--- src/design/lcd_consts.svh ---
`ifndef LCD_CONSTS_SVH
`define LCD_CONSTS_SVH

// 480x272 panel, horizontal timing in pixel clocks.
`define LCD_H_ACTIVE 480
`define LCD_H_BACK   43
`define LCD_H_FRONT  8
`define LCD_H_PULSE  4

// Vertical timing in lines.
`define LCD_V_ACTIVE 272
`define LCD_V_BACK   12
`define LCD_V_FRONT  8
`define LCD_V_PULSE  4

// Sync pulse sits inside the back porch.
`define LCD_H_TOTAL (`LCD_H_BACK + `LCD_H_ACTIVE + `LCD_H_FRONT)
`define LCD_V_TOTAL (`LCD_V_BACK + `LCD_V_ACTIVE + `LCD_V_FRONT)

// Image window edge in pixels.
`define LCD_WIN_SIZE 256

// 64x64 words of 4x4 pixel blocks.
`define LCD_RAM_AW 12

// APB byte address width.
`define LCD_APB_AW 8

`endif

--- src/design/lcd_pkg.sv ---
`default_nettype none

`include "lcd_consts.svh"

package lcd_pkg;

	// Grey level as stored in the frame RAM.
	typedef logic [8:0] lcd_pixel_t;

	// Unsigned screen coordinate.
	typedef logic [9:0] lcd_coord_t;

	// RGB565, red in the top bits.
	typedef struct packed {
		logic [4:0] r;
		logic [5:0] g;
		logic [4:0] b;
	} lcd_rgb_t;

	// APB register byte offsets.
	typedef enum logic [`LCD_APB_AW-1:0] {
		CTRL      = 'h00, // Bit 0 is pattern enable.
		WIN_POS   = 'h04, // x in 9:0, y in 25:16.
		BG_COLOR  = 'h08,
		RAM_ADDR  = 'h0C,
		RAM_DATA  = 'h10, // Write only, post-increments RAM_ADDR.
		FRAME_CNT = 'h14  // Read only.
	} lcd_reg_e;

endpackage

`default_nettype wire

--- src/design/lcd_pixel_out.sv ---
`timescale 1ns/1ns
`default_nettype none

module lcd_pixel_out (
	input wire logic pixel_clk,
	input wire logic rst,
	input wire lcd_pkg::lcd_pixel_t rdata,
	input wire logic in_window,
	input wire logic [15:0] pattern_sum,
	input wire lcd_pkg::lcd_rgb_t act_bg_color,
	input wire logic act_pattern_en,
	input wire logic d_hsync,
	input wire logic d_vsync,
	input wire logic d_den,
	output logic lcd_hsync,
	output logic lcd_vsync,
	output logic lcd_den,
	output logic [4:0] lcd_r,
	output logic [5:0] lcd_g,
	output logic [4:0] lcd_b
);

	lcd_pkg::lcd_rgb_t img;
	lcd_pkg::lcd_rgb_t pix;

	// Grey word spread over all three channels.
	assign img = '{r: rdata[8:4], g: rdata[8:3], b: rdata[8:4]};

	always_comb begin
		if (!d_den) begin
			pix = '0; // Blank outside the active area.
		end else if (in_window) begin
			pix = img;
		end else if (act_pattern_en) begin
			pix = pattern_sum;
		end else begin
			pix = act_bg_color;
		end
	end

	always_ff @(posedge pixel_clk or negedge rst) begin
		if (!rst) begin
			lcd_hsync <= 1'b1;
			lcd_vsync <= 1'b1;
			lcd_den <= 1'b0;
			{lcd_r, lcd_g, lcd_b} <= '0;
		end else begin
			lcd_hsync <= d_hsync;
			lcd_vsync <= d_vsync;
			lcd_den <= d_den;
			{lcd_r, lcd_g, lcd_b} <= pix;
		end
	end

	a_blank_rgb: assert property (@(posedge pixel_clk) disable iff (!rst)
		!lcd_den |-> ({lcd_r, lcd_g, lcd_b} == '0));

endmodule

`default_nettype wire

--- config.mk ---
export PLATFORM = sky130hd
export DESIGN_NAME = lcd_pixel_out
export DESIGN_NICKNAME = d
export VERILOG_FILES = /design/src/design/lcd_pkg.sv /design/src/design/lcd_pixel_out.sv
export VERILOG_INCLUDE_DIRS = /design/src /design/src/design
export SDC_FILE = /design/constraint.sdc
export NUM_CORES = 1
export LEC_CHECK = 0
export ABC_CLOCK_PERIOD_IN_PS = 800
export BUFFER_PORTS_ARGS = -buffer_cell sky130_fd_sc_hd__buf_2
export CORE_UTILIZATION = 37
export DETAILED_ROUTE_END_ITERATION = 12
export GPL_ROUTABILITY_DRIVEN = 0
export PLACE_DENSITY = 0.85
export SYNTH_ARGS = -nofsm -noshare
export SYNTH_HDL_FRONTEND = slang
export SYNTH_SLANG_ARGS = --single-unit
--- constraint.sdc ---
create_clock -name pixel_clk -period 0.8 [get_ports pixel_clk]
set_input_delay 0.08 -clock pixel_clk [delete_from_list [all_inputs] [get_ports pixel_clk]]
set_output_delay 0.08 -clock pixel_clk [all_outputs]
set_load 0.02 [all_outputs]
[Word-level counts from Yosys, hierarchy flattened]
Cells that the tools add are included.
W data, S select, Z words.
Storage, ports and cells
  flip-flop bits (word level): 19
  input port bits: 48
  word-level logic and storage cells: 9
Operators by class
  mux-type cells: 3
Operator list (count)
  $mux W16: 3

[Longest topological paths before layout]
Gate-level depths: netlist (run 1).
  depth in word-level cells: 3
  depth in mapped cells: 4
  gate-level depth less buffers: 2

[Worst setup path after synthesis (run 1)]
Ideal clock, no wire load.
  kind: input port to flip-flop
  start point: input act_pattern_en
  end point: register lcd_g[0]
  stages on the path: 4
  path buffers: 2
  setup time: 0.094 ns
  data arrival time: 0.651 ns
  path slack: 0.055 ns
  cells stage by stage: buf_6 buf_12 mux2i_1 a211oi_1
RTL lines
  start, declared: RTL line lcd_pixel_out.sv:11  | input wire logic act_pattern_en,
  end signal, assigned: RTL line lcd_pixel_out.sv:51  | {lcd_r, lcd_g, lcd_b} <= pix;
  end, declared: RTL line lcd_pixel_out.sv:19  | output logic [5:0] lcd_g,

[Final worst setup path (run 1)]
  start point: register lcd_hsync
  end point: output lcd_hsync
RTL lines
  start, declared: RTL line lcd_pixel_out.sv:15  | output logic lcd_hsync,
  start signal, assigned: RTL line lcd_pixel_out.sv:48  | lcd_hsync <= d_hsync;
No word-level cell between the ends.

==> results.toml, run 1 <==
[setup_path]
crit_type = "flop to output pin"
crit_buf_inv = 1
path_cells = "buf_6"
critPathMaxStageDelay_ps = 540
crit_path_top_delay_cell = "dfstp_2"
crit_required_ps = 720
worst_setup_path_start_kind = "flop"
cp_max_fo = 1
crit_family = "flip-flops"
worstPathArrival_ps = 930
crit_path_end_kind = "output pin"

[clock_network]
cts_setup_buffers = 0
clk_pin_slew_ps = 100
cts_buffers = 3
cts_htree_levels = 1
root_buffer = "clkbuf_4"
cts_tree = "done"
clk_path_buf_depth = 2
cts.sinks = 19

[yosys]
synth_xor_area_share_pct = 0
synthSimpleGateAreaFrac_pct = 4.45
synth_top_family_by_area = "multiplexers"
syn_area_per_cell_um2 = 13.4
ys_seq_area_share_pct = 56.7
post_synth_num_cell_types = 10
ys.warnings.count = 0
postSynthCellCount = 63
synth_fa_ha_area_share_pct = 0
synthMuxAreaShare_pct = 19.0
synth-seq-cells = 19
syn-num-nets = 111
netlist_area_um2 = 843
synth-compound-area-share_pct = 14.2

[finish]
layout_common_cells = "buf_2 (43), buf_6 (19), dfrtp_1 (17), mux2i_1 (16), a211oi_1 (16)"
syn_to_final_growth_pct = 58.9
final_layout_size_suffix_gt1_share_pct = 52.3
final_area_mm2 = 0.00134
fin_nets = 179
instances_no_fill = 157
fin_util_pct = 65.6
fillCellCount = 166
n_antenna_cell = 0
final_common_cell = "buf_2"

[detailed_routing]
wl_per_cell_um = 13.6
vias_per_cell = 4.83
drc_errors = 0
dr.pass1.iters = 2
drtIter0Drc = 2
antenna_left = 0
routed_wl_mm = 2.14
vias = 759

[run_status]
violations = "setup timing"
outcome = "complete, but fails checks"

[floorplanning]
die_area_mm2 = 0.00247
start_util_pct = 41.3
die_x_um = 49.7
core-area_mm2 = 0.00204
pin_count = 67
die_y_um = 49.7
std_cell_rows = 16

[timing]
setup_violations = 19
fin_crit_ps = 1010
hold_ws_ps = 121
rsz0062_at_grt = "true"
min_period_over_period_pct = 126
tightest_slew_ps = 487
layout_setup_ws_ps = -209
tns_ps = -1780
fmax_mhz = 991
timing.final.hold_violations = 0
drv_slew = 0
relSlewSlack_pct = 67.5

[power_and_ir_drop]
p_total_mw = 2.05
power_density_mw_per_mm2 = 1530
ir_worst_vdd_mv = 0.744
power.leakage_nw = 0.697

[place]
dp_cells = 149
place_ws_ps = -266
dpl.hpwl_mm = 1.58
placed_cell_area_mm2 = 0.00115
io_buffers = 63

[global_route]
grt_pass1_wl_mm = 3.44
grt_pass1_vias = 775
overflow = 0
antenna_found_initial = 0
track_usage_pct = 18.8
grt_max_degree = 20

[hold_path]
whs_endpoint = "lcd_g[3]"
holdPathStages = 3
min_from = "act_bg_color[8]"
min_path_type = "input port to flop"

[flow_run]
drv_cap = 0
-- timing repair --
action	4_1_cts	5_1_grt
hold buffers	4	0
endpoints found under the hold margin	20	0
gates resized for setup	38	1
endpoints found under the setup margin	19	21
-- worst max-delay path by stage --
stage / start / to / slack [ps] / cells past startpoint
2_1_floorplan: act_pattern_en / lcd_g[0] / 60 / 4
3_3_place_gp: act_pattern_en / lcd_g[4] / -130 / 3
3_5_place_dp: act_pattern_en / lcd_g[4] / -270 / 3
4_1_cts: lcd_hsync / lcd_hsync / -230 / 1
5_1_grt: lcd_hsync / lcd_hsync / -260 / 1
6_report: lcd_hsync / lcd_hsync / -210 / 1
-- logic make-up after synthesis --
kind of cell / Yosys count
compound gates: 16
buf+inv: 6
flops: 19
mux: 16
simple gates: 6
-- report_power, final --
group          internal (mW)  switching (mW)  leakage (nW)
clock                  0.194           0.269        0.0150
combinational          0.279           0.252         0.445
sequential              1.03          0.0291         0.237
-- cells in the mapped netlist --
cell type | instances | area (µm²)
nor2b_1 | 6 | 37.5
buf_12 | 1 | 20.0
buf_6 | 1 | 11.3
buf_2 | 1 | 5.00
dfstp_2 | 2 | 52.6
dfrtp_1 | 17 | 425
a211oi_1 | 16 | 120
clkbuf_1 | 1 | 3.75
mux2i_1 | 16 | 160
inv_1 | 2 | 7.51
-- flip-flops by register name, indices dropped and copies added, names as in the netlist --
register	flops
lcd_g	6
lcd_r	5
lcd_hsync	1
lcd_b	5
lcd_vsync	1
lcd_den	1
-- cell type report --
class / count / area, µm² / share of cell area (%)
inverter: 2 / 7.51 / 0.560
multi-input combinational: 38 / 318 / 23.7
clock buffer: 4 / 26.3 / 1.96
tap: 27 / 33.8 / 2.52
timing repair buffer: 67 / 477 / 35.6
sequential: 19 / 478 / 35.7
-- metal layers --
layer  track usage [%]  wire (µm)  vias up
met4              10.5         19        0
met3              3.70        142        2
met1              17.5        758      354
met2              37.2       1210       37
met5                 0          0        -
li1                  -          -      366
No activity file was read; power rests on OpenSTA's default activity.
==> inputs of run 2 (changes only) <==
--- a/constraint.sdc
+++ b/constraint.sdc
@@ -3,2 +3,2 @@
 set_output_delay 0.08 -clock pixel_clk [all_outputs]
-set_load 0.02 [all_outputs]
+set_load 0.01 [all_outputs]
==> results.toml, run 2 (same netlist as run 1, synthesis figures left out) <==
[timing]
min_period_over_period_pct = 124
setup_violations = 19
relSlewSlack_pct = 68.0
drv_slew = 0
timing.final.hold_violations = 0
fin_crit_ps = 995
layout_setup_ws_ps = -195
tightest_slew_ps = 479
fmax_mhz = 1000
rsz0062_at_grt = "true"

[clock_network]
clk_path_buf_depth = 2
cts_buffers = 3
cts_tree = "done"
cts_setup_buffers = 0
cts_htree_levels = 1
root_buffer = "clkbuf_4"
cts.sinks = 19
clk_pin_slew_ps = 100

[floorplanning]
core-area_mm2 = 0.00204
start_util_pct = 41.3
std_cell_rows = 16
die_y_um = 49.7
die_area_mm2 = 0.00247
pin_count = 67
die_x_um = 49.7

[global_route]
antenna_found_initial = 0
overflow = 0
grt_max_degree = 20
grt_pass1_vias = 764
track_usage_pct = 18.1
grt_pass1_wl_mm = 3.29

[detailed_routing]
drtIter0Drc = 2
wl_per_cell_um = 13.5
vias_per_cell = 4.83
drc_errors = 0
antenna_left = 0
dr.pass1.iters = 2
vias = 759
routed_wl_mm = 2.12

[finish]
fin_nets = 179
instances_no_fill = 157
regArea_um2 = 478
syn_to_final_growth_pct = 47.0
fin_util_pct = 60.7
final_layout_size_suffix_gt1_share_pct = 52.3
final_common_cell = "buf_2"
n_antenna_cell = 0
largest_reg_flops = 6
fillCellCount = 189
layout_common_cells = "buf_2 (59), dfrtp_1 (17), mux2i_1 (16), a211oi_1 (16), nor2b_1 (6)"
multi_input_area_um2 = 318

[power_and_ir_drop]
power_switching_share_pct = 25.3
ir_worst_vdd_mv = 0.727
power.leakage_nw = 0.673
power_density_mw_per_mm2 = 1550
power_switching_uw = 486
p_int_mw = 1.43
pwr-share-seq_pct = 54.4
clkPwrFrac_pct = 24.1
p_comb_share_pct = 21.5

[setup_path]
crit_buf_inv = 1
worst_setup_path_start_kind = "flop"
path_cells = "buf_6"
cp_max_fo = 1
crit_family = "flip-flops"
crit_path_end_kind = "output pin"
crit_type = "flop to output pin"
worstPathArrival_ps = 920
critPathMaxStageDelay_ps = 540
crit_required_ps = 720
crit_path_top_delay_cell = "dfstp_2"

[flow_run]
drv_cap = 0

[place]
dpl.hpwl_mm = 1.58
io_buffers = 63
dp_cells = 149

[hold_path]
min_path_type = "input port to flop"

[run_status]
outcome = "complete, but fails checks"
violations = "setup timing"
## run 2: power groups by stage
stage / registers, mW / clock network [mW] / logic (mW)
4_1_cts: 1.04 / 0.488 / 0.411
6_report: 1.04 / 0.462 / 0.413
5_1_grt: 1.05 / 0.518 / 0.453
3_5_place_dp: 1.06 / 0 / 0.390
3_3_place_gp: 1.06 / 0 / 0.376
2_1_floorplan: 1.10 / 0 / 0.151
## run 2: path summary, 6_finish.rpt
check	startpoint	to	slack, ps	cells past startpoint
worst max-delay path	lcd_hsync	lcd_hsync	-200	1
worst min-delay path	act_bg_color[8]	lcd_g[3]	120	3
max in group asynchronous	rst	lcd_hsync	230	2
min in group asynchronous	rst	lcd_g[3]	250	2
## run 2: layer usage
metal / track usage (%) / vias to the layer above / share of wire (%)
li1: - / 367 / -
met1: 16.5 / 351 / 38
met2: 35.1 / 37 / 54
met3: 3.70 / 4 / 6.6
met4: 11.4 / 0 / 1.2
met5: 0 / - / 0
## run 2: timing repair
action,in CTS,in global routing
endpoints found under the hold margin,20,0
setup endpoints to repair,19,21
gates resized for setup,2,2
hold buffers,4,0
## run 2: tightest hold or removal path: stages
cell and delay, ps:
buf_2 90, mux2i_1 110, a211oi_1 80
## run 2: layout make-up
cell class | instances | share of cell area, %
Tap cell | 27 | 2.72
Timing Repair Buffer | 67 | 30.4
Multi-Input combinational cell | 38 | 25.6
Clock buffer | 4 | 2.12
Sequential cell | 19 | 38.5
Inverter | 2 | 0.605
## run 2: stage by stage
stage / hold slack [ps] / power (mW) / TNS [ps] / worst slack, ps / cell area [µm²]
after floorplan: -216 / 1.25 / 0 / 55.1 / 843
after detailed placement: 32.3 / 1.45 / -3070 / -266 / 1150
after global routing: 123 / 2.02 / -2240 / -241 / 1240
after global placement: 23.7 / 1.43 / -1910 / -128 / 1150
final: 123 / 1.92 / -1520 / -195 / 1240
after CTS: 101 / 1.94 / -1810 / -212 / 1230
==> inputs of run 3 (changes only) <==
ABC_AREA = 1   (was unset)
PLACE_DENSITY = 0.8   (was 0.85)
SLEW_MARGIN = 20   (was unset)
==> results.toml, run 3 <==
[global_route]
grt_pass1_wl_mm = 4.08
overflow = 0
antenna_found_initial = 0
grt_max_degree = 20
track_usage_pct = 16.7
grt_pass1_vias = 993

[yosys]
synth_top_cell_by_area = "dfrtp_1"
netlist_area_mm2 = 0.00106
ys.flop_type = "dfrtp_1"
postSynthCellCount = 129
ys_seq_area_share_pct = 45.3
ys.warnings.count = 0
synth-seq-cells = 19
post_synth_num_cell_types = 16
synthArstFlopShare_pct = 100
syn-num-nets = 177
synth.most_common_cell = "inv_1"
synth_common_cells = "inv_1 (32), nand2_1 (29), dfrtp_1 (17)"
syn_area_per_cell_um2 = 8.19
synthTopCellsByArea = "dfrtp_1 (40%), inv_1 (11%), nand3_2 (10%), nand2_1 (10%), a21oi_1 (5.7%)"
netlist.area_leader.share_pct = 40.3
synth_edf_count = 0

[clock_network]
root_buffer = "clkbuf_4"
cts_buffers = 3
cts_setup_buffers = 0
clk_pin_slew_ps = 100
cts_htree_levels = 1
clk_path_buf_depth = 2
cts_tree = "done"
cts.sinks = 19

[power_and_ir_drop]
ir_worst_vdd_mv = 1.11
power.leakage_nw = 0.934
power_density_mw_per_mm2 = 1340
p_total_mw = 2.03

[detailed_routing]
dr.pass1.iters = 4
drc_errors = 0
routed_wl_mm = 2.30
vias_per_cell = 4.35
wl_per_cell_um = 9.86
antenna_left = 0
drtIter0Drc = 30
vias = 1014

[hold_path]
min_from = "rdata[6]"
min_path_type = "input port to flop"

[run_status]
outcome = "complete, but fails checks"
violations = "setup timing"

[timing]
drv_slew = 0
fin_crit_ps = 1000
timing.final.hold_violations = 0
tightest_slew_ps = 398
min_period_over_period_pct = 126
layout_setup_ws_ps = -204
rsz0062_at_grt = "true"
hold_ws_ps = 97.5
fmax_mhz = 996
tns_ps = -1640
setup_violations = 19
relSlewSlack_pct = 73.4

[finish]
layout_common_cells = "buf_2 (60), inv_1 (32), nand2_1 (29), dfrtp_1 (17), a21oi_1 (12)"
n_antenna_cell = 0
fin_nets = 251
largest_reg_flops = 6
fillCellCount = 256
final_layout_size_suffix_gt1_share_pct = 49.5
final_common_cell = "buf_2"
syn_to_final_growth_pct = 43.8

[setup_path]
cp_max_fo = 1
crit_family = "flip-flops"
crit_type = "flop to output pin"
worstPathArrival_ps = 920
startpoint = "lcd_hsync"
crit_path_end_kind = "output pin"
worst_setup_path_start_kind = "flop"
path_cells = "buf_6"
crit_path_top_delay_cell = "dfstp_2"
critPathMaxStageDelay_ps = 540
crit_required_ps = 720
crit_buf_inv = 1

[floorplanning]
pin_count = 67
die_x_um = 55.4
die_area_mm2 = 0.00307
die_y_um = 55.4
core-area_mm2 = 0.00273
start_util_pct = 38.6
std_cell_rows = 19

[place]
place_ws_ps = 19.3
dpl.hpwl_mm = 1.93
io_buffers = 63

[flow_run]
drv_cap = 0
run 3: cell count changes in the layout (fill, tap and decap cells not counted), moves of 9 or more:
| cell | change |
|---|---|
| a211oi_1 | -16 |
| inv_1 | +30 |
| a21oi_1 | +12 |
| nand2_1 | +29 |
| nand3_2 | +11 |
| mux2i_1 | -16 |
| nand2_2 | +9 |
run 3: through the flow:
step | util [%] | cells | instance area [µm²]
global route | 55.6 | 233 | 1520
detailed placement | 52.4 | 225 | 1430
floorplan | - | 129 | 1060
finish | 55.6 | 233 | 1520
CTS | 55.3 | 233 | 1510
global placement | 52.4 | 225 | 1430
run 3: tightest hold or removal path, cell delays in order:
cell     delay [ps]
buf_2           100
nand2_1         110
a21oi_1          80
run 3: report_power, final:
| part | total (mW) | internal (mW) | switching [mW] | leakage [nW] |
|---|---|---|---|---|
| clock network | 0.466 | 0.194 | 0.272 | 0.0150 |
| logic | 0.526 | 0.257 | 0.269 | 0.679 |
| registers | 1.04 | 1.02 | 0.0164 | 0.240 |
| total | 2.03 | 1.48 | 0.557 | 0.934 |
run 3: area by class of cell:
cell class / instances / area [µm²] / area share, %
clock buffers: 4 / 26.3 / 1.73
inverters: 34 / 130 / 8.57
multi-input cells: 71 / 394 / 25.9
flip-flops and latches: 19 / 478 / 31.5
well taps: 31 / 38.8 / 2.55
repair buffers: 74 / 452 / 29.7
run 3: routing by layer:
layer	wire length [µm]	vias to the layer above	global-route usage, %
met4	32	0	5.36
met2	1110	44	29.4
li1	-	526	-
met3	141	5	3.98
met5	0	-	0
met1	1020	439	19.9
run 3: path summary, 6_finish.rpt:
kind                              to  slack [ps]  cells after the start
hold / removal              lcd_g[3]         100                      3
setup / recovery           lcd_hsync        -200                      1
min in group asynchronous   lcd_r[2]         240                      2
max in group asynchronous  lcd_hsync         250                      2
run 3: cells by family after synthesis:
group                  share of synthesized area, %
buffers and inverters                          17.4
AO/OA/AOI/OAI                                  8.18
flip-flops                                     45.3
AND/OR/NAND/NOR                                29.1
run 3: what timing repair did:
action / 4_1_cts / 5_1_grt
hold buffers: 4 / 0
setup endpoints to repair: 19 / 19
endpoints found under the hold margin: 20 / 0
resized for setup: 2 / 1
