### config.mk
export PLATFORM = sky130hd
export DESIGN_NAME = lcd_apb_regs
export DESIGN_NICKNAME = d
export VERILOG_FILES = /design/src/design/lcd_pkg.sv /design/src/design/lcd_apb_regs.sv
export VERILOG_INCLUDE_DIRS = /design/src /design/src/design
export SDC_FILE = /design/constraint.sdc
export NUM_CORES = 1
export LEC_CHECK = 0
export BUFFER_PORTS_ARGS = -buffer_cell sky130_fd_sc_hd__buf_2
export CORE_MARGIN = 4
export CORE_UTILIZATION = 45
export CTS_CLUSTER_SIZE = 24
export DETAILED_ROUTE_END_ITERATION = 10
export PLACE_DENSITY = 0.78
export SYNTH_ARGS = -nofsm -noshare
export SYNTH_HDL_FRONTEND = slang
export SYNTH_SLANG_ARGS = --single-unit
### constraint.sdc
create_clock -name pixel_clk -period 1.9 [get_ports pixel_clk]
set_input_delay 0 -clock pixel_clk [delete_from_list [all_inputs] [get_ports pixel_clk]]
set_output_delay 0 -clock pixel_clk [all_outputs]
set_load 0.01 [all_outputs]
### src/design/lcd_consts.svh
`ifndef LCD_CONSTS_SVH
`define LCD_CONSTS_SVH

// 480x272 panel, horizontal timing in pixel clocks.
`define LCD_H_ACTIVE 480
`define LCD_H_BACK   43
`define LCD_H_FRONT  8
`define LCD_H_PULSE  4

// Vertical timing in lines.
`define LCD_V_ACTIVE 272
`define LCD_V_BACK   12
`define LCD_V_FRONT  8
`define LCD_V_PULSE  4

// Sync pulse sits inside the back porch.
`define LCD_H_TOTAL (`LCD_H_BACK + `LCD_H_ACTIVE + `LCD_H_FRONT)
`define LCD_V_TOTAL (`LCD_V_BACK + `LCD_V_ACTIVE + `LCD_V_FRONT)

// Image window edge in pixels.
`define LCD_WIN_SIZE 256

// 64x64 words of 4x4 pixel blocks.
`define LCD_RAM_AW 12

// APB byte address width.
`define LCD_APB_AW 8

`endif

### src/design/lcd_pkg.sv
`default_nettype none

`include "lcd_consts.svh"

package lcd_pkg;

	// Grey level as stored in the frame RAM.
	typedef logic [8:0] lcd_pixel_t;

	// Unsigned screen coordinate.
	typedef logic [9:0] lcd_coord_t;

	// RGB565, red in the top bits.
	typedef struct packed {
		logic [4:0] r;
		logic [5:0] g;
		logic [4:0] b;
	} lcd_rgb_t;

	// APB register byte offsets.
	typedef enum logic [`LCD_APB_AW-1:0] {
		CTRL      = 'h00, // Bit 0 is pattern enable.
		WIN_POS   = 'h04, // x in 9:0, y in 25:16.
		BG_COLOR  = 'h08,
		RAM_ADDR  = 'h0C,
		RAM_DATA  = 'h10, // Write only, post-increments RAM_ADDR.
		FRAME_CNT = 'h14  // Read only.
	} lcd_reg_e;

endpackage

`default_nettype wire

### src/design/lcd_apb_regs.sv
`timescale 1ns/1ns
`default_nettype none

`include "lcd_consts.svh"

module lcd_apb_regs (
	input wire logic pixel_clk,
	input wire logic rst,
	input wire logic psel,
	input wire logic penable,
	input wire logic pwrite,
	input wire logic [`LCD_APB_AW-1:0] paddr,
	input wire logic [31:0] pwdata,
	input wire logic [15:0] frame_cnt,
	output logic [31:0] prdata,
	output logic pready,
	output logic pslverr,
	output logic ram_we,
	output logic [`LCD_RAM_AW-1:0] ram_waddr,
	output lcd_pkg::lcd_pixel_t ram_wdata,
	output lcd_pkg::lcd_coord_t win_x,
	output lcd_pkg::lcd_coord_t win_y,
	output lcd_pkg::lcd_rgb_t bg_color,
	output logic pattern_en
);

	logic access;
	logic wr_en;
	logic bad_addr;
	logic bad_wr;
	logic bad_rd;
	logic [31:0] rd_data;

	assign access = psel && penable;
	assign wr_en = access && pwrite && !bad_addr && !bad_wr;
	assign pready = 1'b1; // No wait states.

	always_comb begin
		rd_data = '0;
		bad_addr = 1'b0;
		bad_wr = 1'b0;
		bad_rd = 1'b0;
		case (paddr)
			lcd_pkg::CTRL: rd_data = {31'd0, pattern_en};
			lcd_pkg::WIN_POS: rd_data = {6'd0, win_y, 6'd0, win_x};
			lcd_pkg::BG_COLOR: rd_data = {16'd0, bg_color};
			lcd_pkg::RAM_ADDR: rd_data = {{(32-`LCD_RAM_AW){1'b0}}, ram_waddr};
			lcd_pkg::RAM_DATA: bad_rd = 1'b1;
			lcd_pkg::FRAME_CNT: begin
				rd_data = {16'd0, frame_cnt};
				bad_wr = 1'b1;
			end
			default: bad_addr = 1'b1; // Also catches unaligned offsets.
		endcase
	end

	assign prdata = (access && !pwrite) ? rd_data : '0;
	assign pslverr = access && (bad_addr || (pwrite && bad_wr) || (!pwrite && bad_rd));

	// RAM is written on the same edge that ends the access phase.
	assign ram_we = wr_en && (paddr == lcd_pkg::RAM_DATA);
	assign ram_wdata = pwdata[8:0];

	always_ff @(posedge pixel_clk or negedge rst) begin
		if (!rst) begin
			pattern_en <= 1'b0;
			win_x <= '0;
			win_y <= '0;
			bg_color <= '0;
			ram_waddr <= '0;
		end else if (wr_en) begin
			case (paddr)
				lcd_pkg::CTRL: pattern_en <= pwdata[0];
				lcd_pkg::WIN_POS: begin
					win_x <= pwdata[9:0];
					win_y <= pwdata[25:16];
				end
				lcd_pkg::BG_COLOR: bg_color <= pwdata[15:0];
				lcd_pkg::RAM_ADDR: ram_waddr <= pwdata[`LCD_RAM_AW-1:0];
				lcd_pkg::RAM_DATA: ram_waddr <= ram_waddr + 1'b1; // Auto-increment.
				default: ;
			endcase
		end
	end

	// The master must hold address and direction through the transfer.
	a_apb_stable: assert property (@(posedge pixel_clk) disable iff (!rst)
		(psel && !penable) |=> (psel && penable && $stable(paddr) && $stable(pwrite)));

endmodule

`default_nettype wire

# Word level (Yosys, flattened, before mapping)
# Index checks and enable logic that the tools add are counted.
[totals]
ff_bits = 49
inputBits = 61
out_inout_bits = 93
[classes]
addsub = 1
eq_ne = 5
mux = 6
n_reduce_logical = 20
[op_table]
columns = ["cell", "n"]
rows = [
  ["$pmux W26 S5", 1],
  ["$mux W32", 1],
  ["$pmux W12 S2", 1],
  ["$eq A8 B4 Y1 const B", 2],
  ["$eq A8 B5 Y1 const B", 2],
  ["$add A12 B1 Y12 const B", 1],
  ["$logic_and A1 B1 Y1", 9],
  ["$eq A8 B3 Y1 const B", 1],
  ["$logic_not A8 Y1", 1],
  ["$reduce_and A2 Y1", 4],
  ["$reduce_or A6 Y1", 1],
  ["$mux W1", 3],
  ["$logic_not A1 Y1", 2],
  ["$logic_or A1 B1 Y1", 2],
  ["$reduce_bool A2 Y1", 1],
]

# Depth between registers and ports, before layout
# Gate-level depths: netlist (run 1).
[logic_depth]
word_depth = 6
mapped_depth = 6
ltp_nobuf = 5

# Least setup slack after synthesis (run 1)
# OpenSTA, ideal clock, no wires.
[synth_path]
path_kind = "input port to flip-flop"
start = "in paddr[5]"
end = "reg ram_waddr[11]"
setup_time_ns = 0.130
t_arrival_ns = 1.492
setup_slack_ns = 0.278
cell_stages = 4
n_path_buf = 0
path_cell_list = "or4b_1 > nor4_1 > and3_1 > nor3_1"
[synth_via]
elab_chain_len = 5
word_cells_on_any_way = 14
classes_between = "5 x eq/ne; 2 x mux; 7 x reduce/logical"
[synth_rtl]
columns = ["item", "line", "text"]
rows = [
  ["from (decl)", "lcd_apb_regs.sv:12", "input wire logic [`LCD_APB_AW-1:0] paddr,"],
  ["$eq A8 B5 Y1, or another cell as far along", "lcd_apb_regs.sv:43, lcd_apb_regs.sv:72", ""],
  ["$reduce_or A6 Y1 (no source line) or $mux W1 (tied branches)", "-", ""],
  ["$logic_and A1 B1 Y1 or $logic_not A1 Y1 (tied branches)", "lcd_apb_regs.sv:35", "assign wr_en = access && pwrite && !bad_addr && !bad_wr;"],
  ["$logic_and A1 B1 Y1", "lcd_apb_regs.sv:35", ""],
  ["$reduce_and A2 Y1 (no source line)", "-", ""],
  ["to (signal assigned)", "lcd_apb_regs.sv:79", "lcd_pkg::RAM_ADDR: ram_waddr <= pwdata[`LCD_RAM_AW-1:0];"],
  ["to (signal assigned)", "lcd_apb_regs.sv:80", "lcd_pkg::RAM_DATA: ram_waddr <= ram_waddr + 1'b1;"],
  ["to (decl)", "lcd_apb_regs.sv:19", "output logic [`LCD_RAM_AW-1:0] ram_waddr,"],
]
# Several ways; a longest one is shown, not always the timed one.
# A chain may end at the register's enable or synchronous reset.

# Worst setup path in the final report (run 1)
[layout_path]
start = "reg ram_waddr[0]"
end = "reg ram_waddr[8]"
[layout_via]
elab_chain_len = 2
[layout_rtl]
columns = ["item", "line", "text"]
rows = [
  ["$add A12 B1 Y12", "lcd_apb_regs.sv:80", ""],
  ["$pmux W12 S2", "lcd_apb_regs.sv:72", "case (paddr)"],
]
# No other way between the ends.

==> results of run 1 <==
## worst max-delay path: stages, from the launching register on
cell and delay, ns:
dfrtp_1 0.51, ha_1 0.26, and3_1 0.29, nand3_1 0.11, a211oi_1 0.26, a2bb2oi_1 0.17
## what timing repair did
action	in CTS	in global routing
hold buffers	26	0
hold endpoints to repair	63	0
resized for setup	0	0
## kinds of logic (layout without fill, tap and decap cells)
logic type,count (synthesis),after routing,share of synthesized area [%]
buf+inv,30,194,6.63
flops,49,49,39.8
mux,54,54,23.1
fa+ha+maj,1,1,0.406
simple gates,85,85,17.0
compound gates,47,47,12.4
other cells,2,7,0.244
xor+xnor,1,1,0.285
## routing by layer
metal	track usage [%]	wire length, um	up-vias	part of all wire, %
li1	-	-	1344	-
met1	27.7	3820	1384	43
met2	36.5	4300	144	48
met3	4.17	647	16	7.2
met4	6.51	170	0	1.9
met5	0	0	-	0
## cell usage after synthesis, types with 4 or more instances
library cell,count
a211oi_1,7
nand4_1,5
and2_1,10
nand3_1,13
a22oi_1,6
buf_4,17
clkbuf_1,4
and3_1,6
a21oi_1,4
mux2_4,30
a222oi_1,11
a2bb2oi_1,5
mux2_2,17
mux2i_1,7
dfrtp_1,49
nand2_1,4
buf_2,4
nor2_1,22
## final timing paths
kind                                    from      endpoint  slack (ns)  cells after the start
min in group asynchronous                rst      win_x[9]        0.27                      2
worst max-delay path            ram_waddr[0]  ram_waddr[8]        0.24                      5
worst min-delay path               pwdata[0]  ram_waddr[0]        0.02                      3
worst min register to register    pattern_en    pattern_en        0.54                      1
max in group asynchronous                rst  ram_waddr[0]        1.02                      3
worst max register to register  ram_waddr[0]  ram_waddr[8]        0.24                      5
## stage by stage
step                util [%]  worst slack (ns)  std cells  power, mW
detailed placement      59.1             0.144        481       1.36
floorplan                  -             0.278        274       1.23
CTS                     64.6             0.280        515       2.05
global placement        59.1             0.174        481       1.35
global route            64.6             0.146        515       2.12
finish                  64.6             0.242        515       2.03
## sequential cells by signal, summed over array words and instances, names as in the netlist
name,count
bg_color,16
ram_waddr,12
pattern_en,1
win_y,10
win_x,10
## cell type report
cell class,instances,area (um2),share of cell area (%)
clock inverter,2,13.8,0.328
sequential,49,1230,29.2
multi-input combinational,195,1670,39.7
tap,77,96.3,2.30
timing repair buffer,185,1100,26.3
clock buffer,6,82.6,1.97
inverter,1,3.75,0.0895
## where the power goes
| part | total, mW | switching, mW | internal (mW) |
|---|---|---|---|
| logic | 0.295 | 0.145 | 0.151 |
| clock network | 0.650 | 0.355 | 0.296 |
| registers | 1.09 | 0.0257 | 1.06 |
| total | 2.03 | 0.525 | 1.51 |
==> out/metrics.cfg, run 1 <==
[drt]
drtIter0Drc = 258
ant_nets = 0
remaining_drc_errors = 0
num_vias = 2888
firstDrtPassIters = 5
post_drt_wl_per_cell_um = 17.4
avgViaCountPerCell = 5.61
wirelength_mm = 8.94

[layout]
drive_above_1_share_pct = 52.1
post-route-cell-area_mm2 = 0.00419
final_common_cell = buf_2
fillers = 515
areaGrowthSynthToFinish_pct = 36.2
mostFrequentLayoutCells = buf_2 (140), dfrtp_1 (49), mux2_4 (30), dlygate4sd3_1 (26), nor2_1 (22)
diodes = 0
final_nets = 499

[yosys]
synth-edff-count = 0
ys_ff_latch = 49
syn_inst = 269
yosysWarningCount = 0
yosysTopAreaCellShare_pct = 39.8
synth.cell_area_mm2 = 0.00308
ys.flop_type = dfrtp_1
synth_cell_type_count = 51
ys_async_sr_fraction_pct = 100
postSynthAreaPerCell_um2 = 11.4
yosys-top-cells-area = dfrtp_1 (40%), mux2_4 (15%), mux2_2 (6.2%), buf_4 (4.1%), a222oi_1 (3.6%)
yosys.area.top_type = dfrtp_1
seq_area_frac_synth_pct = 39.8

[floorplanning]
std_cell_rows = 29
die_area_mm2 = 0.00823
core_mm2 = 0.00649
start_util_pct = 47.4
die_h_um = 90.7
ioPinCount = 154
die_x_um = 90.7

[clock_tree]
worstSkewPairLatency_ns = 0.31
ctsLongestPathBuffers = 2
post_cts_buffers = 0
clkSinkCount = 49
cts_tree = done
cts_root_buf = clkbuf_8
path_clk_slew_ns = 0.10
htree_levels = 2
cts_buffers = 5

[global_routing]
track_usage_pct = 21.5
antenna_found_initial = 0
grt_remaining_overflow = 0
grt_pass1_wl_mm = 14.4
grt_max_degree = 31
grt_pass1_vias = 2804

[power]
p_leak_nw = 2.28
max-vdd-ir-drop_v = 0.000280
power.density_mw_per_mm2 = 484

[place]
hpwl_mm = 6.65
gp_congestion = 0.914
dpl_cell_area_mm2 = 0.00384
port_buffers = 140

[critical_path]
start_kind = flop
crit_type = reg -> reg
crit_path_max_fanout = 8
crit_arrival_ns = 1.90
crit_required_ns = 2.14
end_kind = flop

[run_status]
status = completed

[timing]
fin_crit_ns = 1.66
tightest_slew_ns = 0.682
tns_ns = 0
setup_viol = 0
slew_violations = 0
hold_viol_final = 0
fin_crit_sh_pct = 87.2
fmax_ghz = 0.603
relSlewSlack_pct = 54.5
fin_worst_skew_ns = 0.0129
rsz0062_at_grt = false
hold_ws_ns = 0.0180

[flow_run]
cap_viol_max_count = 0

[hold_path]
min_path_type = in -> reg

(Power assumes the default switching activity.)
==> run 2: changes to the inputs <==
--- a/config.mk
+++ b/config.mk
@@ -11,7 +11,7 @@
 export CORE_UTILIZATION = 45
 export CTS_CLUSTER_SIZE = 24
 export DETAILED_ROUTE_END_ITERATION = 10
-export PLACE_DENSITY = 0.78
+export PLACE_DENSITY = 0.79
 export SYNTH_ARGS = -nofsm -noshare
 export SYNTH_HDL_FRONTEND = slang
 export SYNTH_SLANG_ARGS = --single-unit
==> run 2 against run 1 <==
  * Register-to-register slack improved by 0.02 ns
  * Hold slack improved by 0.018 ns
  * Sequential share of layout area rose by 0.11 points
  * Count of clock-buffer cells in the layout fell by 1
  * Cell area fell by 0.36%
  * Combinational power rose by 2%
  * Total power fell by 3.1%
  * Clock skew fell by 0.011 ns
  * Via count rose by 0.42%
  * First-iteration DRC count fell by 8.9%
==> out/metrics.cfg, run 2 (synthesized netlist as in run 1, its figures left out) <==
[critical_path]
cpPeakStageDelay_ns = 0.50  ; about the same
worstRegToRegCells = 5  ; unchanged
end_kind = flop
crit_arrival_ns = 1.87  ; -0.03 ns
start_kind = flop
crit_path_max_fanout = 8  ; unchanged
crit_chain = ha_1 > and3_1 > nand3_1 > a211oi_1 > a2bb2oi_1
crit_type = reg -> reg
r2r_start = ram_waddr[0]
reg2reg_slack_ns = 0.26  ; +0.02 ns
crit_required_ns = 2.13  ; about the same
critPathTopFamily = flip-flops
crit_buf_inv = 0  ; unchanged
cp_slowest_cell = dfrtp_1
cp-startpoint = ram_waddr[0]
reg2reg_to = ram_waddr[8]

[clock_tree]
htree_levels = 2  ; unchanged
ctsLongestPathBuffers = 2  ; unchanged
cts_buffers = 5  ; unchanged
worstSkewPairLatency_ns = 0.30  ; about the same
cts_root_buf = clkbuf_8
cts_tree = done
clkSinkCount = 49  ; unchanged
ctsResizeCount = 0  ; unchanged
post_cts_buffers = 0  ; unchanged
path_clk_slew_ns = 0.09  ; about the same

[drt]
post_drt_wl_per_cell_um = 18.0  ; +3.5%
num_vias = 2900  ; +0.42%
remaining_drc_errors = 0  ; unchanged
ant_nets = 0  ; unchanged
avgViaCountPerCell = 5.64  ; +0.61%
drtIter0Drc = 235  ; -8.9%
firstDrtPassIters = 5  ; unchanged
wirelength_mm = 9.23  ; +3.3%

[hold_path]
holdPathStages = 3  ; unchanged
holdPathEnd = ram_waddr[0]
min_path_type = in -> reg
min_from = pwdata[0]

[floorplanning]
die_h_um = 90.7  ; unchanged
core_mm2 = 0.00649  ; unchanged
ioPinCount = 154  ; unchanged
start_util_pct = 47.4  ; unchanged
die_area_mm2 = 0.00823  ; unchanged
std_cell_rows = 29  ; unchanged
die_x_um = 90.7  ; unchanged

[timing]
tns_ns = 0  ; unchanged
rsz0062_at_grt = false
hold_viol_final = 0  ; unchanged
fin_crit_ns = 1.64  ; -0.0173 ns
tightest_slew_ns = 0.556  ; -0.126 ns
relSlewSlack_pct = 62.9  ; +8.4 points
slew_violations = 0  ; unchanged
setup_viol = 0  ; unchanged
fin_worst_skew_ns = 0.00170  ; -0.0112 ns
fin_crit_sh_pct = 86.3  ; -0.91 points
fmax_ghz = 0.610  ; +1.1%

[power]
max-vdd-ir-drop_v = 0.000253  ; -9.6%
power.density_mw_per_mm2 = 471  ; -2.8%
p_leak_nw = 2.27  ; -0.26%

[place]
dpl_cell_area_mm2 = 0.00384  ; +0.20%
port_buffers = 140  ; unchanged
hpwl_mm = 6.79  ; +2.1%
gp_congestion = 0.923  ; +0.94%

[global_routing]
grt_most_used_layer = met2
use_met3_pct = 3.67  ; -0.50 points
grt_remaining_overflow = 0  ; unchanged
grt_pass1_vias = 2910  ; +3.8%
use_met2_pct = 37.7  ; +1.2 points
grt_pass1_wl_mm = 14.9  ; +3.3%
antenna_found_initial = 0  ; unchanged
track_usage_pct = 22.2  ; +0.65 points
grt_max_degree = 25  ; -19%
met1_usage_pct = 28.7  ; +1.1 points

[layout]
mostFrequentLayoutCells = buf_2 (140), dfrtp_1 (49), mux2_4 (30), dlygate4sd3_1 (26), nor2_1 (22)
largest_register_ffs = 16  ; unchanged
diodes = 0  ; unchanged
areaGrowthSynthToFinish_pct = 35.7
final_nets = 500  ; +0.20%
fillers = 529  ; +2.7%
top_regs = bg_color (16), ram_waddr (12)
post-route-cell-area_mm2 = 0.00418  ; -0.36%
regMostFlops = bg_color
final_common_cell = buf_2
drive_above_1_share_pct = 51.9  ; -0.11 points

[flow_run]
cap_viol_max_count = 0  ; unchanged

[run_status]
status = completed

## run 2: changes by cell type in the layout (fill, tap and decap cells not counted)
| cell | delta |
|---|---|
| clkinv_4 | -1 |
| clkbuf_8 | -1 |
| buf_4 | +1 |
## run 2: report_power, final
part | switching (mW) | internal, mW
Combinational | 0.148 | 0.152
Clock | 0.339 | 0.243
Sequential | 0.0255 | 1.06
Total | 0.513 | 1.46
## run 2: worst max path at each step
stage	to	cells past startpoint
global route	ram_waddr[8]	5
finish	ram_waddr[8]	5
CTS	ram_waddr[8]	5
detailed placement	win_y[5]	4
global placement	win_x[4]	4
floorplan	ram_waddr[11]	4
## run 2: area by class of cell
type	count	area [um2]	area share, %
clock buffers	5	68.8	1.65
clock inverters	1	5.00	0.120
inverters	1	3.75	0.0898
multi-input cells	195	1670	39.9
flip-flops and latches	49	1230	29.4
well taps	77	96.3	2.31
repair buffers	186	1110	26.6
## run 2: through the flow
stage	hold WS, ns	utilization, %	power (mW)	setup WS, ns	instances
global route	0.0544	64.3	2.05	0.0822	514
floorplan	-0.296	-	1.23	0.278	274
CTS	0.000159	64.2	1.98	0.267	513
finish	0.0360	64.3	1.97	0.260	514
detailed placement	0.0291	59.2	1.36	0.140	482
global placement	0.0243	59.2	1.35	0.173	482
## run 2: timing repair
action,CTS,global route
setup endpoints to repair,0,0
hold buffers,25,1
hold endpoints to repair,55,2
## run 2: layer usage
metal	part of all wire, %	vias up	routed length, um
met1	42	1411	3860
met2	49	125	4570
met3	6.6	19	610
met4	2.1	0	194
li1	-	1345	-
met5	0	-	0
## run 2: worst reg2reg max path, delay by kind of cell (launching register included)
family,cells,cell delay [ns]
flip-flops,1,0.50
adder cells (fa/ha/maj),1,0.28
AO/OA/AOI/OAI,2,0.42
AND/OR/NAND/NOR,2,0.39
