$ cat src/design/lcd_consts.svh
`ifndef LCD_CONSTS_SVH
`define LCD_CONSTS_SVH

// 480x272 panel, horizontal timing in pixel clocks.
`define LCD_H_ACTIVE 480
`define LCD_H_BACK   43
`define LCD_H_FRONT  8
`define LCD_H_PULSE  4

// Vertical timing in lines.
`define LCD_V_ACTIVE 272
`define LCD_V_BACK   12
`define LCD_V_FRONT  8
`define LCD_V_PULSE  4

// Sync pulse sits inside the back porch.
`define LCD_H_TOTAL (`LCD_H_BACK + `LCD_H_ACTIVE + `LCD_H_FRONT)
`define LCD_V_TOTAL (`LCD_V_BACK + `LCD_V_ACTIVE + `LCD_V_FRONT)

// Image window edge in pixels.
`define LCD_WIN_SIZE 256

// 64x64 words of 4x4 pixel blocks.
`define LCD_RAM_AW 12

// APB byte address width.
`define LCD_APB_AW 8

`endif

$ cat src/design/lcd_pkg.sv
`default_nettype none

`include "lcd_consts.svh"

package lcd_pkg;

	// Grey level as stored in the frame RAM.
	typedef logic [8:0] lcd_pixel_t;

	// Unsigned screen coordinate.
	typedef logic [9:0] lcd_coord_t;

	// RGB565, red in the top bits.
	typedef struct packed {
		logic [4:0] r;
		logic [5:0] g;
		logic [4:0] b;
	} lcd_rgb_t;

	// APB register byte offsets.
	typedef enum logic [`LCD_APB_AW-1:0] {
		CTRL      = 'h00, // Bit 0 is pattern enable.
		WIN_POS   = 'h04, // x in 9:0, y in 25:16.
		BG_COLOR  = 'h08,
		RAM_ADDR  = 'h0C,
		RAM_DATA  = 'h10, // Write only, post-increments RAM_ADDR.
		FRAME_CNT = 'h14  // Read only.
	} lcd_reg_e;

endpackage

`default_nettype wire

$ cat src/design/lcd_window_fetch.sv
`timescale 1ns/1ns
`default_nettype none

`include "lcd_consts.svh"

module lcd_window_fetch (
	input wire logic pixel_clk,
	input wire logic rst,
	input wire lcd_pkg::lcd_coord_t h_cnt,
	input wire lcd_pkg::lcd_coord_t v_cnt,
	input wire logic raw_hsync,
	input wire logic raw_vsync,
	input wire logic raw_den,
	input wire logic frame_start,
	input wire lcd_pkg::lcd_coord_t win_x,
	input wire lcd_pkg::lcd_coord_t win_y,
	input wire lcd_pkg::lcd_rgb_t bg_color,
	input wire logic pattern_en,
	output logic [`LCD_RAM_AW-1:0] ram_raddr,
	output logic in_window,
	output logic [15:0] pattern_sum,
	output lcd_pkg::lcd_rgb_t act_bg_color,
	output logic act_pattern_en,
	output logic d_hsync,
	output logic d_vsync,
	output logic d_den
);

	lcd_pkg::lcd_coord_t act_win_x;
	lcd_pkg::lcd_coord_t act_win_y;
	lcd_pkg::lcd_coord_t x;
	lcd_pkg::lcd_coord_t y;
	lcd_pkg::lcd_coord_t dx;
	lcd_pkg::lcd_coord_t dy;
	logic hit_x;
	logic hit_y;
	logic in_window_q;
	logic [15:0] pattern_sum_q;
	logic hsync_q;
	logic vsync_q;
	logic den_q;

	// Settings only change between frames.
	always_ff @(posedge pixel_clk or negedge rst) begin
		if (!rst) begin
			act_win_x <= '0;
			act_win_y <= '0;
			act_bg_color <= '0;
			act_pattern_en <= 1'b0;
		end else if (frame_start) begin
			act_win_x <= win_x;
			act_win_y <= win_y;
			act_bg_color <= bg_color;
			act_pattern_en <= pattern_en;
		end
	end

	assign x = h_cnt - 10'(`LCD_H_BACK);
	assign y = v_cnt - 10'(`LCD_V_BACK);
	assign dx = x - act_win_x;
	assign dy = y - act_win_y;

	// Compare in 11 bits so the window end cannot wrap.
	assign hit_x = ({1'b0, x} >= {1'b0, act_win_x}) &&
		({1'b0, x} < ({1'b0, act_win_x} + 11'(`LCD_WIN_SIZE)));
	assign hit_y = ({1'b0, y} >= {1'b0, act_win_y}) &&
		({1'b0, y} < ({1'b0, act_win_y} + 11'(`LCD_WIN_SIZE)));

	always_ff @(posedge pixel_clk) begin
		ram_raddr <= {dy[7:2], dx[7:2]}; // One word per 4x4 block.
		pattern_sum_q <= 16'(h_cnt + 11'(v_cnt));
		pattern_sum <= pattern_sum_q;
	end

	// Second stage lines the flags up with the RAM read data.
	always_ff @(posedge pixel_clk or negedge rst) begin
		if (!rst) begin
			in_window_q <= 1'b0;
			hsync_q <= 1'b1;
			vsync_q <= 1'b1;
			den_q <= 1'b0;
			in_window <= 1'b0;
			d_hsync <= 1'b1;
			d_vsync <= 1'b1;
			d_den <= 1'b0;
		end else begin
			in_window_q <= hit_x && hit_y;
			hsync_q <= raw_hsync;
			vsync_q <= raw_vsync;
			den_q <= raw_den;
			in_window <= in_window_q;
			d_hsync <= hsync_q;
			d_vsync <= vsync_q;
			d_den <= den_q;
		end
	end

endmodule

`default_nettype wire

$ cat config.mk
export PLATFORM = sky130hd
export DESIGN_NAME = lcd_window_fetch
export DESIGN_NICKNAME = d
export VERILOG_FILES = /design/src/design/lcd_pkg.sv /design/src/design/lcd_window_fetch.sv
export VERILOG_INCLUDE_DIRS = /design/src /design/src/design
export SDC_FILE = /design/constraint.sdc
export NUM_CORES = 1
export LEC_CHECK = 0
export ABC_CLOCK_PERIOD_IN_PS = 3550
export BUFFER_PORTS_ARGS = -buffer_cell sky130_fd_sc_hd__clkbuf_2
export CORE_MARGIN = 3
export CORE_UTILIZATION = 56
export CTS_CLUSTER_SIZE = 25
export DETAILED_ROUTE_END_ITERATION = 8
export GPL_ROUTABILITY_DRIVEN = 0
export PLACE_DENSITY = 0.89
export SYNTH_ARGS = -nofsm -noshare
export SYNTH_HDL_FRONTEND = slang
export SYNTH_SLANG_ARGS = --single-unit
$ cat constraint.sdc
create_clock -name pixel_clk -period 3.55 [get_ports pixel_clk]
set_input_delay 0.355 -clock pixel_clk [delete_from_list [all_inputs] [get_ports pixel_clk]]
set_output_delay 0.355 -clock pixel_clk [all_outputs]
set_load 0.01 [all_outputs]
Yosys cells after proc, flatten, opt, wreduce, memory -nomap -nowiden
Cells that the tools add are included.
{"block": "op_classes", "n_addsub": 7, "magnitude_cmp": 4, "n_reduce_logical": 3}
{"operator": "10-bit by 9-bit adder with 11-bit output (second input constant)", "count": 2}
{"operator": "10-bit by 11-bit less-than comparator with 1-bit output", "count": 2}
{"operator": "10-bit >= comparator", "count": 2}
{"operator": "8-bit subtractor", "count": 2}
{"operator": "10-bit by 10-bit adder with 11-bit output", "count": 1}
{"operator": "10-bit by 4-bit subtractor with 10-bit output (second input constant)", "count": 1}
{"operator": "10-bit by 6-bit subtractor with 10-bit output (second input constant)", "count": 1}
{"operator": "1-bit logical AND", "count": 3}
{"block": "totals", "reg_bits": 79, "input_bits": 63, "out_inout_bits": 49, "word_cells": 31}

Logic depth before layout (Yosys ltp)
Gate-level depths: netlist of the first run.
{"block": "depth", "ltp_word": 4, "depth_mapped": 11, "ltp_nobuf": 11}

Worst setup path before layout of the first run
OpenSTA, ideal clock, no wires.
{"block": "synth_timing", "kind": "input to register", "from": "in h_cnt[0]", "to": "reg in_window_q", "setup_ns": 0.131, "t_arrival_ns": 2.039, "t_required_ns": 3.419, "path_slack_ns": 1.380, "cell_stages": 10, "n_path_buf": 0, "path_cell_list": "a21oi_1 -> nor2b_1 -> o21a_1 -> nor2_1 -> xor2_1 -> ha_1 -> a211oi_1 -> o211ai_1 -> a311oi_1 -> nor4_1"}
{"block": "synth_between", "elab_chain_len": 4, "elab_cells_between_ends": 5, "cone_classes": "add/sub: 1; order compare: 2; reduce/logical: 2"}
{"item": "start, declared", "line": "lcd_window_fetch.sv:9", "source": "input wire lcd_pkg::lcd_coord_t h_cnt,"}
{"item": "10-bit by 6-bit subtractor with 10-bit output (*)", "line": "lcd_window_fetch.sv:58", "source": "assign x = h_cnt - 10'(`LCD_H_BACK);"}
{"item": "10-bit by 11-bit less-than comparator with 1-bit output or 10-bit >= comparator (tied branches)", "line": "lcd_window_fetch.sv:65, lcd_window_fetch.sv:64"}
{"item": "1-bit logical AND (*)", "line": "lcd_window_fetch.sv:64", "source": "assign hit_x = ({1'b0, x} >= {1'b0, act_win_x}) &&"}
{"item": "1-bit logical AND (*)", "line": "lcd_window_fetch.sv:87", "source": "in_window_q <= hit_x && hit_y;"}
{"item": "end signal, assigned", "line": "lcd_window_fetch.sv:87"}
{"item": "end, declared", "line": "lcd_window_fetch.sv:37", "source": "logic in_window_q;"}
Mark *: on every way between the ends. The rest lies on a longest branch, timed or not.
A chain may end at the register's enable or synchronous reset.

Final worst setup path of the first run
Same ends and word-level chain as after synthesis.

==> metrics.txt, run 1 <==
initial antenna violation count 0; DR WL/cell 15.1 um; CTS Hold Bufs 0; Yosys top cell area share 0.272; starting density of the core 0.587; Max rail drop VDD 296 uV; number of global-route vias before repair between 3000 and 4000; Pins Over Slew Limit 0; share of post-route cells with drive strength above 1 0.316; post-route cell area 4540 um2; EDFF count, synth 0; final net count 566; GRT Util Overall 0.231; WP data arrival ~2.7 ns; Clock Sinks 79; synth cell count leaders 41 x dfrtp_1, 38 x ha_1, 34 x dfxtp_1, 30 x inv_1, 25 x nand2_1; kind of end point of the critical path register; final setup vio count 0; Clk pin slew, worst setup/hold paths 0.08 ns; Comb pwr share 0.262; core region area around 6400 um2; Clock Latency Late Sink 0.35 ns; First-pass DRT Iterations 4; Port Buffer Count ~110; area delta synth->final 20.6%; Final min period 2.42 ns; prevailing post-synth register cell dfrtp_1; Hold Slack 0.0792 ns; largest net degree at the start of global routing 56; DRC violations left 0; fin crit share 0.682; Leak around 0.0023 uW; Synth Register Bits 79; cell taking the most area after synthesis dfrtp_1; Rows 29; first-pass GRT wire length ~14000 um; Min-Delay Path Class in2reg; setup total negative slack 0 ns; CTS tree yes; largest cells by area after synthesis dfrtp_1 27%, dfxtp_1 18%, ha_1 13%; status finished clean; Die W a little under 90 um; Die Y ~90 um; antenna diode count 0; Seq/Total Area, Yosys 0.481; clock skew approximately 0.011 ns; most frequent cell after synthesis dfrtp_1; slew at the pin with the worst max-slew slack approximately 1.1 ns; Max Freq 0.413 GHz; grt ovf 0; total wire length 8250 um; Cell Int Power ~1700 uW; total number of vias 2906; total CTS buffers 9; ys async rst share 0.570; Synth Warn # 0; CTS Root Cell clkbuf_8; Mean Syn Cell Area 10.6 um2; sw power 722 uW; Post-DP HPWL 6330 um; Rel. slew slack 0.254; H-tree depth 3; Max FO, Critical Path 4; initial DRC count 158; Clock Path Buffers 2; Critical Path RT 3.78 ns; Detail Route Antenna Nets 0; Synth Instances approximately 350; post-synthesis cell area 3770 um2; DP Area roughly 4300 um2; switching part of the total 0.304; crit path launch type input pin; sequential power share 0.462; worst setup margin 1.13 ns; max-cap violations 0; Placement Setup Slack 0.939 ns; Clock power frac 0.276; drt via density approximately 5.3; die area 7750 um2; pwr/cell area ~520 nW/um2; post-CTS resize count 0; Setup CP Type in2reg; Yosys cell types 46; final hold vios 0; RSZ-0062 raised after global routing false; postcts setup bufs 0; IO Count 112
[sequential cells by signal (all words and copies together) (netlist names)]
register / count
ram_raddr: 12
in_window_q: 1
d_den: 1
den_q: 1
act_win_y: 10
pattern_sum: 11
act_pattern_en: 1
vsync_q: 1
hsync_q: 1
act_bg_color: 16
in_window: 1
d_vsync: 1
act_win_x: 10
pattern_sum_q: 11
d_hsync: 1
[critical path: stages]
cell and delay, ns:
clkbuf_2 0.12, ha_1 0.23, o21a_1 0.21, o21ai_0 0.30
xor2_1 0.14, ha_1 0.25, a211oi_1 0.46, o211ai_1 0.21
a311oi_1 0.29, nor4_1 0.09
[cell families (layout without fill, tap and decap cells)]
family,Yosys count,count (layout),synth area share
adders and majority gates,39,39,0.132
buffers and inverters,41,152,0.0465
DFF,79,79,0.481
muxes,19,19,0.0568
AOI/OAI and AO/OA,71,71,0.121
xor gates and xnor gates,30,30,0.0697
and+or+nand+nor,74,74,0.0927
other,1,5,0.000995
[final cells by class]
| cell class | instances | area [um2] |
|---|---|---|
| clock buffers | 9 | 124 |
| clock inverters | 7 | 71.3 |
| fillers | 484 | 1880 |
| inverters | 30 | 113 |
| multi-input cells | 238 | 1800 |
| flip-flops and latches | 79 | 1810 |
| well taps | 77 | 96.3 |
| repair buffers | 106 | 531 |
[cells in the final DEF (no fill, tap or decap), drive strengths merged, types with 17 or more instances in the layout]
master / synthesis / routed
dfxtp: 34 / 34
nand2: 25 / 25
nor2: 17 / 17
inv: 30 / 31
ha: 38 / 38
dfrtp: 41 / 41
mux2: 19 / 19
o21ai: 27 / 27
xnor2: 17 / 17
clkbuf: 3 / 115
a21oi: 18 / 18
[power by group through the flow]
stage | Clock (uW) | Sequential [uW] | Combinational (uW)
after floorplan | 0 | 1160 | 335
after global placement | 0 | 1110 | 594
after detailed placement | 0 | 1120 | 617
after CTS | 666 | 1100 | 626
after global routing | 710 | 1110 | 697
final | 655 | 1100 | 623
[layer usage]
metal	vias up	routed length, um	global-route usage	share of wire
met3	17	441	0.0649	0.053
met5	-	0	0	0
met2	81	4150	0.402	0.50
li1	1437	-	-	-
met1	1371	3450	0.269	0.42
met4	0	210	0.0934	0.025
[metrics by stage]
stage	utilization	cells	power, uW
final	0.707	546	2380
after detailed placement	0.677	530	1730
after floorplan	-	358	1500
after global routing	0.707	546	2520
after global placement	0.677	530	1700
after CTS	0.707	546	2390
[path summary, 6_finish.rpt]
check / start / depth (start not counted) / slack, ns / endpoint
worst max-delay path: h_cnt[0] / 10 / 1.13 / in_window_q
worst min-delay path: raw_vsync / 1 / 0.08 / vsync_q
max in group asynchronous: rst / 1 / 2.66 / act_win_y[3]
worst min register to register: pattern_sum_q[2] / 0 / 0.33 / pattern_sum[2]
worst max register to register: act_win_y[4] / 7 / 1.64 / in_window_q
min in group asynchronous: rst / 1 / 0.20 / act_bg_color[13]
Power figures use the tool's default switching activity.
==> inputs of run 2 (changes only) <==
--- a/config.mk
+++ b/config.mk
@@ -6,14 +6,15 @@
 export SDC_FILE = /design/constraint.sdc
 export NUM_CORES = 1
 export LEC_CHECK = 0
-export ABC_CLOCK_PERIOD_IN_PS = 3550
+export ABC_AREA = 1
+export ABC_CLOCK_PERIOD_IN_PS = 2350
 export BUFFER_PORTS_ARGS = -buffer_cell sky130_fd_sc_hd__clkbuf_2
 export CORE_MARGIN = 3
-export CORE_UTILIZATION = 56
+export CORE_UTILIZATION = 53
 export CTS_CLUSTER_SIZE = 25
 export DETAILED_ROUTE_END_ITERATION = 8
 export GPL_ROUTABILITY_DRIVEN = 0
-export PLACE_DENSITY = 0.89
+export PLACE_DENSITY = 0.84
 export SYNTH_ARGS = -nofsm -noshare
 export SYNTH_HDL_FRONTEND = slang
 export SYNTH_SLANG_ARGS = --single-unit
==> constraint.sdc (replaced) <==
create_clock -name pixel_clk -period 2.35 [get_ports pixel_clk]
set_input_delay 0.235 -clock pixel_clk [delete_from_list [all_inputs] [get_ports pixel_clk]]
set_output_delay 0.235 -clock pixel_clk [all_outputs]
set_load 0.01 [all_outputs]
==> run 2 against run 1 <==
Total power up 60%. Non-clock buffer count grew 8. Largest cell class is now multi-input gates. Synthesized cell count is 32% higher. Clock skew is 0.0045 ns lower.
==> metrics.txt, run 2 <==
status finished clean; Max FO, Critical Path 4; post-route cell area just under 5000 um2; final net count 686; post-CTS resize count 0; clock skew 0.00612 ns; post-synthesis cell area 4080 um2; core region area 7370 um2; EDFF count, synth 0; most common cell after layout, fill and taps aside nand2_1; DP Area 4710 um2; Clock Latency Late Sink 0.34 ns; Min-Delay Path Class in2reg; crit path buf inv count 2; Critical Path RT between 2 and 3 ns; Seq/Total Area, Yosys 0.444; Port Buffer Count 106; Rows 31; Placement Setup Slack 0.0332 ns; M2 GR Usage 0.398; crit path cell chain clkbuf_2, ha_1, o21ai_0, nand2_1, nand2_1, nand2_1, xor2_1, ha_1, inv_1, nand2_1, nor2b_1, nand2_1, nor2_1, nor2_1, nand2_1, nor2_1; Top Registers act_bg_color: 16 flops, ram_raddr: 12 flops; CTS tree yes; DRC violations left 0; area of the multi-input gates 1920 um2; worst setup margin about 0.4 ns; commonest cells after routing, fill and taps aside 112 x nand2_1, 106 x clkbuf_2, 76 x inv_1; first-pass GRT wire length 15000 um; initial antenna violation count 0; largest cells by area after synthesis dfrtp_1 25%, dfxtp_1 17%, ha_1 12%; max reg flops 16; First-pass DRT Iterations 6; Die Y 93.7 um; WP data arrival about 2.2 ns; grt ovf 0; IO Count 112; Leak 0.00273 uW; CTS Hold Bufs 4; slew at the pin with the worst max-slew slack 0.681 ns; max-cap violations 0; antenna diode count 0; Yosys cell types 30; synth cell count leaders 112 x nand2_1, 76 x inv_1, 41 x dfrtp_1, 38 x ha_1, 34 x dfxtp_1; H-tree depth 3; CP max stage cell o21ai_0; drt via density approximately 4.8; Clk pin slew, worst setup/hold paths 0.08 ns; total wire length 8920 um; largest net degree at the start of global routing 30; cell taking the most area after synthesis dfrtp_1; fin crit share 0.830; final hold vios 0; Max rail drop VDD 407 uV; register name with the most flops act_bg_color; kind of end point of the critical path register; switching part of the total 0.309; fillers 588; pwr/cell area between 700 and 800 nW/um2; most frequent cell after synthesis nand2_1; total CTS buffers 9; busiest grt layer met2; crit path launch type input pin; Clock power frac 0.292; DR WL/cell 13.0 um; met3 Resource Use GR 0.0497; area delta synth->final 21.8%; Clock Path Buffers 2; sw power 1170 uW; Hold Slack ~0.094 ns; sequential power share 0.434; ys async rst share 0.570; Rel. slew slack 0.546; final setup vio count 0; Pins Over Slew Limit 0; Comb pwr share 0.274; Max Freq just over 0.5 GHz; worst stage delay on the critical path 0.29 ns; share of post-route cells with drive strength above 1 0.268; Synth Instances 466; setup total negative slack 0 ns; GRT Util Overall 0.218; Detail Route Antenna Nets 0; Synth Warn # 0; total number of vias 3333; Clock Sinks 79; prevailing post-synth register cell dfrtp_1; Worst path top cell family by delay simple AND/OR/NAND/NOR gates; sequential cell area 1810 um2; Mean Syn Cell Area about 8.8 um2; Setup CP Type in2reg; starting density of the core 0.553; Cell Int Power about 2600 uW; Post-DP HPWL 7160 um; CTS Root Cell clkbuf_8; final core occ 0.674; Yosys top cell area share 0.252; Die W 93.7 um; Synth Register Bits between 70 and 80; met1 usage 0.244; RSZ-0062 raised after global routing false; number of global-route vias before repair between 3000 and 4000; Most Frequent Cell on Critical Path nand2_1; initial DRC count between 80 and 90; Final min period slightly below 2 ns; postcts setup bufs 0; die area 8780 um2
-- run 2: area by class of cell --
class	instances	area share
clock buffer	10	0.0257
clock inverter	6	0.0186
inverter	77	0.0582
multi-input combinational	303	0.387
sequential	79	0.365
tap	99	0.0249
timing repair buffer	114	0.121
-- run 2: kinds of logic (layout without fill, tap and decap cells) --
group | after synthesis | in the layout | share of synthesized area
other | 1 | 5 | 0.000920
xor gates and xnor gates | 30 | 30 | 0.0644
and+or+nand+nor | 162 | 162 | 0.162
buffers and inverters | 88 | 207 | 0.0878
DFF | 79 | 79 | 0.444
muxes | 19 | 19 | 0.0525
adders and majority gates | 39 | 39 | 0.122
AOI/OAI and AO/OA | 48 | 48 | 0.0666
-- run 2: worst min-delay path: cells and delay by family --
kind / cells / cell delay (ns)
compound gates: 1 / 0.06
simple gates: 1 / 0.04
buf+inv: 1 / 0.07
-- run 2: final timing paths --
kind | start | slack [ns] | depth (start not counted) | end
setup / recovery | h_cnt[0] | 0.40 | 16 | in_window_q
hold / removal | win_x[8] | 0.09 | 3 | act_win_x[8]
setup reg to reg | act_win_x[8] | 0.59 | 11 | in_window_q
hold reg to reg | pattern_sum_q[4] | 0.33 | 0 | pattern_sum[4]
max in group asynchronous | rst | 1.28 | 3 | act_win_y[3]
min in group asynchronous | rst | 0.46 | 2 | d_den
-- run 2: stage by stage --
step	power (uW)	instances
3_5_place_dp	2710	668
5_1_grt	4040	688
6_report	3800	688
2_1_floorplan	2330	470
3_3_place_gp	2660	668
4_1_cts	3830	688
-- run 2: power groups by stage --
stage / Clock [uW] / Sequential, uW / Combinational, uW
after floorplan: 0 / 1760 / 577
after global placement: 0 / 1670 / 986
after detailed placement: 0 / 1680 / 1030
after CTS: 1130 / 1650 / 1050
after global routing: 1190 / 1680 / 1170
final: 1110 / 1650 / 1040
-- run 2: layer usage --
metal / vias up / share of wire / wire length [um]
li1: 1690 / - / -
met1: 1515 / 0.40 / 3610
met2: 103 / 0.52 / 4600
met3: 25 / 0.052 / 468
met4: 0 / 0.027 / 238
met5: - / 0 / 0
